<file path="src/aes_cfg_pkg.sv">
//--------------------------------------------------------------------------
// AES-128 sizes, shared types and controller states
// Byte 0 of a state or key sits in bits [127:120], column-major order
//--------------------------------------------------------------------------
package aes_cfg_pkg;

  // Block and key geometry
  localparam int STATE_W = 128;
  localparam int WORD_W = 32;
  localparam int BYTE_W = 8;

  // AES-128 round count
  localparam int NUM_ROUNDS = 10;

  // Full state or one round key
  typedef logic [STATE_W-1:0] state_t;

  // One column or one key word
  typedef logic [WORD_W-1:0] word_t;

  typedef logic [BYTE_W-1:0] byte_t;

  // Wide enough for rounds 0 to NUM_ROUNDS-1
  typedef logic [$clog2(NUM_ROUNDS)-1:0] round_cnt_t;

  //--------------------------------------------------------------------------
  // Controller states
  //--------------------------------------------------------------------------
  // ctrl_idle  waits for req, loads block and key
  // ctrl_run   one inverse round per cycle
  // ctrl_done  ack held until req drops
  typedef enum logic [1:0] {
    ctrl_idle,
    ctrl_run,
    ctrl_done
  } ctrl_state_e;

endpackage

</file>
<file path="src/aes_gf_pkg.sv">
//--------------------------------------------------------------------------
// GF(2^8) helpers for AES, S-box in composite field GF((2^4)^2)
// S-box works both ways, selected by the direction opcode
//--------------------------------------------------------------------------
package aes_gf_pkg;

  import aes_cfg_pkg::*;

  // S-box direction
  typedef enum logic {
    sbox_fwd,
    sbox_inv
  } sbox_dir_e;

  // Round constant of the last AES-128 round
  localparam byte_t RCON_LAST = 8'h36;

  // Isomorphic map and its inverse, row 7 in the top byte
  localparam logic [63:0] ISO_MAP = 64'hA0DE_ACAE_C69E_5243;
  localparam logic [63:0] ISO_INV = 64'hE244_6276_3E9E_3075;

  //--------------------------------------------------------------------------
  // Basic GF(2^8) steps
  //--------------------------------------------------------------------------
  function automatic byte_t gf_xtime(byte_t b);
    return {b[6:0], 1'b0} ^ (b[7] ? 8'h1b : 8'h00);
  endfunction

  // Inverse of xtime, walks rcon back one round
  function automatic byte_t gf_div2(byte_t b);
    logic [8:0] tmp;
    tmp = {1'b0, b} ^ (b[0] ? 9'h11b : 9'h000);
    return tmp[8:1];
  endfunction

  function automatic byte_t rotl8(byte_t x, int n);
    logic [15:0] d;
    d = {x, x} << n;
    return d[15:8];
  endfunction

  // Bit matrix times byte, each output bit is parity of a masked input
  function automatic byte_t gf_bitmat(byte_t x, logic [63:0] m);
    byte_t y;
    for (int i = 0; i < 8; i++) begin
      y[i] = ^(x & m[8*i +: 8]);
    end
    return y;
  endfunction

  //--------------------------------------------------------------------------
  // Subfield arithmetic
  //--------------------------------------------------------------------------
  function automatic logic [1:0] gf2_mul(logic [1:0] a, logic [1:0] b);
    logic [1:0] y;
    y[1] = (a[1] & b[1]) ^ (a[0] & b[1]) ^ (a[1] & b[0]);
    y[0] = (a[1] & b[1]) ^ (a[0] & b[0]);
    return y;
  endfunction

  // Karatsuba style, three GF(2^2) products
  function automatic logic [3:0] gf4_mul(logic [3:0] a, logic [3:0] b);
    logic [1:0] hh;
    logic [1:0] mm;
    logic [1:0] ll;
    logic [1:0] phi;
    hh = gf2_mul(a[3:2], b[3:2]);
    mm = gf2_mul(a[3:2] ^ a[1:0], b[3:2] ^ b[1:0]);
    ll = gf2_mul(a[1:0], b[1:0]);
    phi = {hh[1] ^ hh[0], hh[1]};
    return {mm ^ ll, phi ^ ll};
  endfunction

  function automatic logic [3:0] gf4_inv(logic [3:0] a);
    case (a)
      4'h0: return 4'h0;
      4'h1: return 4'h1;
      4'h2: return 4'h3;
      4'h3: return 4'h2;
      4'h4: return 4'hf;
      4'h5: return 4'hc;
      4'h6: return 4'h9;
      4'h7: return 4'hb;
      4'h8: return 4'ha;
      4'h9: return 4'h6;
      4'ha: return 4'h8;
      4'hb: return 4'h7;
      4'hc: return 4'h5;
      4'hd: return 4'he;
      4'he: return 4'hd;
      default: return 4'h4;
    endcase
  endfunction

  //--------------------------------------------------------------------------
  // Multiplicative inverse and S-box
  //--------------------------------------------------------------------------
  function automatic byte_t gf8_inv(byte_t x);
    byte_t      iso;
    logic [3:0] sq;
    logic [3:0] lam;
    logic [3:0] sum;
    logic [3:0] d_inv;
    iso = gf_bitmat(x, ISO_MAP);
    sq = {iso[7], iso[7] ^ iso[6], iso[6] ^ iso[5], iso[7] ^ iso[5] ^ iso[4]};
    // Square times lambda
    lam = {sq[2] ^ sq[0], ^sq, sq[3], sq[2]};
    sum = iso[7:4] ^ iso[3:0];
    d_inv = gf4_inv(lam ^ gf4_mul(sum, iso[3:0]));
    return gf_bitmat({gf4_mul(iso[7:4], d_inv), gf4_mul(sum, d_inv)}, ISO_INV);
  endfunction

  function automatic byte_t affine_fwd(byte_t x);
    return x ^ rotl8(x, 1) ^ rotl8(x, 2) ^ rotl8(x, 3) ^ rotl8(x, 4) ^ 8'h63;
  endfunction

  function automatic byte_t affine_inv(byte_t x);
    return rotl8(x, 1) ^ rotl8(x, 3) ^ rotl8(x, 6) ^ 8'h05;
  endfunction

  // Shared inverter, affine step before it or after it
  function automatic byte_t sbox(byte_t x, sbox_dir_e dir);
    byte_t inv;
    inv = gf8_inv((dir == sbox_inv) ? affine_inv(x) : x);
    return (dir == sbox_fwd) ? affine_fwd(inv) : inv;
  endfunction

  //--------------------------------------------------------------------------
  // InvMixColumns on one column, matrix rows {0e 0b 0d 09} rotated
  //--------------------------------------------------------------------------
  function automatic word_t inv_mix_column(word_t col);
    byte_t a  [4];
    byte_t x2 [4];
    byte_t x4 [4];
    byte_t x8 [4];
    byte_t m9 [4];
    byte_t mb [4];
    byte_t md [4];
    byte_t me [4];
    for (int i = 0; i < 4; i++) begin
      a[i] = col[WORD_W-1-BYTE_W*i -: BYTE_W];
      x2[i] = gf_xtime(a[i]);
      x4[i] = gf_xtime(x2[i]);
      x8[i] = gf_xtime(x4[i]);
      m9[i] = x8[i] ^ a[i];
      mb[i] = x8[i] ^ x2[i] ^ a[i];
      md[i] = x8[i] ^ x4[i] ^ a[i];
      me[i] = x8[i] ^ x4[i] ^ x2[i];
    end
    return {me[0] ^ mb[1] ^ md[2] ^ m9[3],
            m9[0] ^ me[1] ^ mb[2] ^ md[3],
            md[0] ^ m9[1] ^ me[2] ^ mb[3],
            mb[0] ^ md[1] ^ m9[2] ^ me[3]};
  endfunction

endpackage

</file>
<file path="src/aes_inv_key_sched.sv">
//--------------------------------------------------------------------------
// On-the-fly inverse AES-128 key expansion, one round key back per step
// key_prev is combinational; it shows key_last while key_load is high
//--------------------------------------------------------------------------
`timescale 1ns/1ps

module aes_inv_key_sched (
  input  logic                clk_sys,
  input  logic                rst_n,
  input  aes_cfg_pkg::state_t key_last,
  input  logic                key_load,
  input  logic                key_step,
  output aes_cfg_pkg::state_t key_prev
);

  import aes_cfg_pkg::*;
  import aes_gf_pkg::*;

  localparam int BYTES_PER_WORD = WORD_W / BYTE_W;

  state_t key_q;
  byte_t  rcon_q;

  // Words of the current round key
  word_t w0;
  word_t w1;
  word_t w2;
  word_t w3;

  // Words of the previous round key
  word_t p0;
  word_t p1;
  word_t p2;
  word_t p3;

  word_t rot_w;
  word_t sub_w;

  assign {w0, w1, w2, w3} = key_q;

  // Undo the chained XOR of the forward expansion
  assign p3 = w3 ^ w2;
  assign p2 = w2 ^ w1;
  assign p1 = w1 ^ w0;

  // RotWord then SubWord of the recovered last word
  assign rot_w = {p3[WORD_W-BYTE_W-1:0], p3[WORD_W-1 -: BYTE_W]};

  always_comb begin
    for (int b = 0; b < BYTES_PER_WORD; b++) begin
      sub_w[BYTE_W*b +: BYTE_W] = sbox(rot_w[BYTE_W*b +: BYTE_W], sbox_fwd);
    end
  end

  assign p0 = w0 ^ sub_w ^ {rcon_q, {(WORD_W-BYTE_W){1'b0}}};

  // Bypass so the controller sees key 10 on the load edge
  assign key_prev = key_load ? key_last : {p0, p1, p2, p3};

  always_ff @(posedge clk_sys or negedge rst_n) begin
    if (!rst_n) begin
      rcon_q <= RCON_LAST;
    end else if (key_load) begin
      rcon_q <= RCON_LAST;
    end else if (key_step) begin
      rcon_q <= gf_div2(rcon_q);
    end
  end

  always_ff @(posedge clk_sys) begin
    if (key_load || key_step) begin
      key_q <= key_prev;
    end
  end

endmodule

</file>
<file path="src/aes_inv_round.sv">
//--------------------------------------------------------------------------
// One inverse round without AddRoundKey, purely combinational
// InvMixColumns of the previous round is done here, skipped on the first
//--------------------------------------------------------------------------
`timescale 1ns/1ps

module aes_inv_round (
  input  aes_cfg_pkg::state_t state,
  input  logic                first_round,
  output aes_cfg_pkg::state_t round_out
);

  import aes_cfg_pkg::*;
  import aes_gf_pkg::*;

  localparam int NUM_COLS = STATE_W / WORD_W;
  localparam int NUM_ROWS = WORD_W / BYTE_W;

  state_t mixed;
  state_t shifted;

  //--------------------------------------------------------------------------
  // InvMixColumns, deferred from the round before
  //--------------------------------------------------------------------------
  always_comb begin
    for (int c = 0; c < NUM_COLS; c++) begin
      if (first_round) begin
        mixed[STATE_W-1-WORD_W*c -: WORD_W] = state[STATE_W-1-WORD_W*c -: WORD_W];
      end else begin
        mixed[STATE_W-1-WORD_W*c -: WORD_W] =
          inv_mix_column(state[STATE_W-1-WORD_W*c -: WORD_W]);
      end
    end
  end

  //--------------------------------------------------------------------------
  // InvShiftRows
  //--------------------------------------------------------------------------
  // Row r moves right by r, so out[r][c] takes in[r][c-r]
  always_comb begin
    for (int c = 0; c < NUM_COLS; c++) begin
      for (int r = 0; r < NUM_ROWS; r++) begin
        shifted[STATE_W-1-BYTE_W*(NUM_ROWS*c+r) -: BYTE_W] =
          mixed[STATE_W-1-BYTE_W*(NUM_ROWS*((c-r+NUM_COLS)%NUM_COLS)+r) -: BYTE_W];
      end
    end
  end

  //--------------------------------------------------------------------------
  // InvSubBytes
  //--------------------------------------------------------------------------
  always_comb begin
    for (int i = 0; i < NUM_COLS*NUM_ROWS; i++) begin
      round_out[BYTE_W*i +: BYTE_W] = sbox(shifted[BYTE_W*i +: BYTE_W], sbox_inv);
    end
  end

endmodule

</file>
<file path="src/aes_inv_control.sv">
//--------------------------------------------------------------------------
// Four-phase req/ack control, round counter and the state register
// Host holds cipher_text and key_last stable from req until ack rises
// plain_text is undefined until the first ack after reset
//--------------------------------------------------------------------------
`timescale 1ns/1ps

module aes_inv_control (
  input  logic                clk_sys,
  input  logic                rst_n,
  input  logic                req,
  input  aes_cfg_pkg::state_t cipher_text,
  input  aes_cfg_pkg::state_t key_prev,
  input  aes_cfg_pkg::state_t round_out,
  output logic                ack,
  output aes_cfg_pkg::state_t plain_text,
  output aes_cfg_pkg::state_t state,
  output logic                first_round,
  output logic                key_load,
  output logic                key_step
);

  import aes_cfg_pkg::*;

  ctrl_state_e ctrl_q;
  ctrl_state_e ctrl_d;
  round_cnt_t  round_q;
  state_t      data_q;
  logic        last_round;

  assign last_round = (round_q == round_cnt_t'(NUM_ROUNDS - 1));

  //--------------------------------------------------------------------------
  // FSM
  //--------------------------------------------------------------------------
  always_comb begin
    ctrl_d = ctrl_q;
    case (ctrl_q)
      ctrl_idle: begin
        if (req) begin
          ctrl_d = ctrl_run;
        end
      end
      ctrl_run: begin
        if (last_round) begin
          ctrl_d = ctrl_done;
        end
      end
      ctrl_done: begin
        // Hold the result until the host lets go of req
        if (!req) begin
          ctrl_d = ctrl_idle;
        end
      end
      default: ctrl_d = ctrl_idle;
    endcase
  end

  always_ff @(posedge clk_sys or negedge rst_n) begin
    if (!rst_n) begin
      ctrl_q <= ctrl_idle;
    end else begin
      ctrl_q <= ctrl_d;
    end
  end

  // Round index within the run phase
  always_ff @(posedge clk_sys or negedge rst_n) begin
    if (!rst_n) begin
      round_q <= '0;
    end else if (key_load) begin
      round_q <= '0;
    end else if (key_step) begin
      round_q <= round_q + 1'b1;
    end
  end

  //--------------------------------------------------------------------------
  // State register with AddRoundKey
  //--------------------------------------------------------------------------
  // key_prev carries key_last during the load cycle
  always_ff @(posedge clk_sys) begin
    if (key_load) begin
      data_q <= cipher_text ^ key_prev;
    end else if (key_step) begin
      data_q <= round_out ^ key_prev;
    end
  end

  assign key_load = (ctrl_q == ctrl_idle) && req;
  assign key_step = (ctrl_q == ctrl_run);

  // No InvMixColumns before the first round
  assign first_round = key_step && (round_q == '0);

  assign state = data_q;
  assign plain_text = data_q;
  assign ack = (ctrl_q == ctrl_done);

endmodule

</file>
<file path="src/aes_inv_top.sv">
//--------------------------------------------------------------------------
// Iterative AES-128 decryption core, one block at a time
// key_last is round key 10; ack follows the tenth round edge
//--------------------------------------------------------------------------
`timescale 1ns/1ps

module aes_inv_top (
  input  logic                clk_sys,
  input  logic                rst_n,
  input  logic                req,
  input  aes_cfg_pkg::state_t cipher_text,
  input  aes_cfg_pkg::state_t key_last,
  output logic                ack,
  output aes_cfg_pkg::state_t plain_text
);

  import aes_cfg_pkg::*;

  logic   key_load;
  logic   key_step;
  logic   first_round;
  state_t key_prev;
  state_t state;
  state_t round_out;

  aes_inv_control u_control (
    .clk_sys     (clk_sys),
    .rst_n       (rst_n),
    .req         (req),
    .cipher_text (cipher_text),
    .key_prev    (key_prev),
    .round_out   (round_out),
    .ack         (ack),
    .plain_text  (plain_text),
    .state       (state),
    .first_round (first_round),
    .key_load    (key_load),
    .key_step    (key_step)
  );

  aes_inv_round u_round (
    .state       (state),
    .first_round (first_round),
    .round_out   (round_out)
  );

  // Walks the key schedule from round 10 back to round 0
  aes_inv_key_sched u_key_sched (
    .clk_sys  (clk_sys),
    .rst_n    (rst_n),
    .key_last (key_last),
    .key_load (key_load),
    .key_step (key_step),
    .key_prev (key_prev)
  );

endmodule

</file>
<file path="config.mk">
export PLATFORM = sky130hd
export DESIGN_NAME = aes_inv_top
export DESIGN_NICKNAME = d
export VERILOG_FILES = /design/src/aes_cfg_pkg.sv /design/src/aes_gf_pkg.sv /design/src/aes_inv_key_sched.sv /design/src/aes_inv_round.sv /design/src/aes_inv_control.sv /design/src/aes_inv_top.sv
export SDC_FILE = /design/constraint.sdc
export NUM_CORES = 2
export LEC_CHECK = 0
export ABC_AREA = 1
export BUFFER_PORTS_ARGS = -buffer_cell sky130_fd_sc_hd__buf_2
export CORE_MARGIN = 2
export CORE_UTILIZATION = 34
export DETAILED_ROUTE_END_ITERATION = 10
export GPL_ROUTABILITY_DRIVEN = 0
export PLACE_DENSITY = 0.5
export SETUP_SLACK_MARGIN = 0.4
export SLEW_MARGIN = 20
export SYNTH_ARGS = -nofsm -noshare
export SYNTH_HDL_FRONTEND = slang
export SYNTH_SLANG_ARGS = --single-unit
</file>
<file path="constraint.sdc">
create_clock -name clk_sys -period 23 [get_ports clk_sys]
set_input_delay 4.6 -clock clk_sys [delete_from_list [all_inputs] [get_ports clk_sys]]
set_output_delay 4.6 -clock clk_sys [all_outputs]
set_load 0.02 [all_outputs]
</file>
==> impl_metrics.env <==
export IMPL_final_hold_violation_count=0
export IMPL_antenna_found_initial=36
export IMPL_post_cts_buffers=0
export IMPL_pin_count=388
export IMPL_place_detailed_hpwl_um=257000
export IMPL_hold_start="u_key_sched.rcon_q[5]$_DFFE_PN1P_"
export IMPL_rows=167
export IMPL_synth_area_um2=71200
export IMPL_min_path_cells=2
export IMPL_worstPathArrival_ps=8980
export IMPL_cp_required_ps=23330
export IMPL_postSynthAreaPerCell_um2=5.41
export IMPL_overflow=0
export IMPL_max_cap_viol_count=0
export IMPL_cts_root_buf="clkbuf_16"
export IMPL_cts_hold_buf=0
export IMPL_rsz0062_at_grt="false"
export IMPL_r2r_start="u_control.ctrl_q[0]$_DFFE_PN0P_"
export IMPL_clk_insertion_delay_late_ps=630
export IMPL_slew_viol_final=0
export IMPL_ys_ff_latch=270
export IMPL_synth_edf_count=256
export IMPL_drive_gt1_share_pct=11.2
export IMPL_period_needed_ps=8660
export IMPL_critical_path_max_stage_delay_ps=760
export IMPL_fillers=23700
export IMPL_start_util_pct=34.3
export IMPL_final_cell_mix="6377 x nand2_1, 2062 x nand3_1, 1237 x inv_1"
export IMPL_period_share_pct=37.6
export IMPL_track_usage_pct=27.4
export IMPL_numCtsBuffers=41
export IMPL_dr_pass1_iters=6
export IMPL_hold_class="reg -> reg"
export IMPL_status="completed"
export IMPL_fin_skew_ps=33.8
export IMPL_cts_max_path_buffers=3
export IMPL_hold_ws_ps=509
export IMPL_setup_viol=0
export IMPL_htree_levels=2
export IMPL_grt_first_pass_wirelength_um=446000
export IMPL_worst_slew_pin_slew_ps=1290
export IMPL_post_route_util_pct=37.2
export IMPL_wire_per_inst_um=18.6
export IMPL_syn_nets=13500
export IMPL_cts_repair_resized=0
export IMPL_reg2reg_depth=40
export IMPL_mostFrequentLayoutCell="nand2_1"
export IMPL_grt_pass1_vias=71800
export IMPL_async_flop_share_pct=5.19
export IMPL_die_h_um=462
export IMPL_die_area_um2=213000
export IMPL_drt_iter0_drc=7404
export IMPL_layout_nets=13800
export IMPL_crit_top_cell="nand2_1"
export IMPL_synth_cell_types=66
export IMPL_instances_no_fill=16300
export IMPL_min_to="u_key_sched.rcon_q[4]$_DFFE_PN1P_"
export IMPL_routed_wl_um=303000
export IMPL_reg2reg_slack_ps=14340
export IMPL_cts_tree="done"
export IMPL_viasPerCell=4.99
export IMPL_port_buffers=387
export IMPL_grt_max_degree=108
export IMPL_setup_tns_ps=0
export IMPL_critPathCaptureType="flip-flop"
export IMPL_vias=81200
export IMPL_critical_path_startpoint_type="flip-flop"
export IMPL_synthCells=13100
export IMPL_drc_errors=0
export IMPL_yosys_warnings=0
export IMPL_max_freq_ghz=0.115
export IMPL_worstPathMaxFanout=56
export IMPL_slew_headroom_pct=13.2
export IMPL_core_um2=207000
export IMPL_die_w_um=462
export IMPL_syn2layout_area_growth_pct=8.32
export IMPL_dp_cells=16200
export IMPL_ys_flop_type="edfxtp_1"
export IMPL_drt_antenna_violating_nets=0
export IMPL_yosysSeqAreaShare_pct=11.3
export IMPL_critPathKind="reg -> reg"
export IMPL_critPathSlowestCell="buf_4"
export IMPL_clock_sinks=270
export IMPL_cts_clk_slew_worst_paths_ps=60
export IMPL_reg2reg_to="u_control.plain_text[70]$_DFFE_PP_"
-- registers in the layout (all words and copies together) (netlist names) --
| register | flops |
|---|---|
| u_control.round_q | 4 |
| u_control.ctrl_q | 2 |
| u_key_sched.key_q | 128 |
| u_key_sched.rcon_q | 8 |
| u_control.plain_text | 128 |
-- cell usage after synthesis (5+ instances only) --
master / number / area, um^2
nand2_4: 43 / 484
xnor2_2: 24 / 390
buf_1: 5 / 18.8
or2_2: 77 / 482
a21oi_2: 9 / 78.8
dfrtp_1: 10 / 250
clkbuf_1: 40 / 150
buf_2: 51 / 255
o21ai_2: 22 / 193
xnor2_1: 357 / 3130
nand4_1: 79 / 494
o21ai_1: 53 / 265
a21oi_1: 29 / 145
edfxtp_1: 256 / 7690
or2_0: 5 / 31.3
a21boi_2: 5 / 56.3
nand3b_1: 103 / 773
nand2_1: 6378 / 23900
ha_1: 135 / 1690
o211ai_1: 21 / 158
nand3_2: 63 / 631
inv_2: 202 / 758
nor2_1: 246 / 923
o21ai_0: 205 / 1030
buf_6: 28 / 315
inv_4: 13 / 81.3
inv_1: 1238 / 4650
nor2_2: 19 / 119
nand3_1: 2063 / 10300
nand2_2: 437 / 2730
xor2_2: 63 / 1020
or2_1: 25 / 156
clkbuf_8: 12 / 165
buf_4: 45 / 338
xor2_1: 709 / 6210
xor2_4: 9 / 248
-- cells by family after synthesis --
| kind of cell | after synthesis | synth area share [%] |
|---|---|---|
| and+or+nand+nor | 9552 | 58.0 |
| muxes | 1 | 0.0158 |
| xor gates and xnor gates | 1169 | 15.7 |
| buffers and inverters | 1647 | 9.57 |
| adders and majority gates | 135 | 2.37 |
| AOI/OAI and AO/OA | 370 | 3.03 |
| DFF | 270 | 11.3 |
-- layout make-up --
class                      instances  area, um^2  area share (%)
sequential                       270        8040            10.4
multi-input combinational      11200       56300            73.1
clock buffer                      52        1130            1.46
antenna                           18        45.0          0.0584
timing repair buffer             428        2240            2.91
inverter                        1461        5540            7.19
clock inverter                    23         256           0.333
tap                             2788        3490            4.52
-- worst max path at each step --
stage / from / endpoint / slack [ps] / cells past startpoint
after detailed placement: u_control.ctrl_q[0]$_DFFE_PN0P_ / u_control.plain_text[67]$_DFFE_PP_ / 14480 / 41
after floorplan: req / u_control.plain_text[0]$_DFFE_PP_ / 11450 / 5
after global placement: req / u_control.plain_text[30]$_DFFE_PP_ / 14580 / 5
after global routing: u_control.ctrl_q[0]$_DFFE_PN0P_ / u_control.plain_text[29]$_DFFE_PP_ / 13690 / 41
final: u_control.ctrl_q[0]$_DFFE_PN0P_ / u_control.plain_text[70]$_DFFE_PP_ / 14340 / 40
after CTS: u_control.ctrl_q[0]$_DFFE_PN0P_ / u_control.plain_text[67]$_DFFE_PP_ / 14480 / 41
-- critical path: cells and delay by family (launching register included) --
family	cells	cell delay (ps)
and+or+nand+nor	26	3650
buffers and inverters	7	2210
xor gates and xnor gates	4	1120
adders and majority gates	2	690
DFF	1	350
AOI/OAI and AO/OA	1	210
-- metrics by stage --
stage | setup WS [ps] | cell area (um^2)
2_1_floorplan | 11450 | 71200
5_1_grt | 13690 | 77100
3_5_place_dp | 14480 | 75700
6_report | 14340 | 77100
4_1_cts | 14480 | 77000
3_3_place_gp | 14580 | 75700
-- layer usage --
| metal | routed length, um | part of all wire (%) | GRT usage, % | up-vias |
|---|---|---|---|---|
| met5 | 47 | 0.016 | 0 | - |
| met2 | 132000 | 44 | 43.8 | 2505 |
| met4 | 13200 | 4.3 | 10.3 | 8 |
| met1 | 138000 | 46 | 37.8 | 36500 |
| met3 | 19500 | 6.4 | 2.98 | 368 |
| li1 | - | - | - | 41800 |
Power is left out: the tool's default activity adds up to more than one toggle a clock period on the data nets, which glitch-free logic cannot reach.
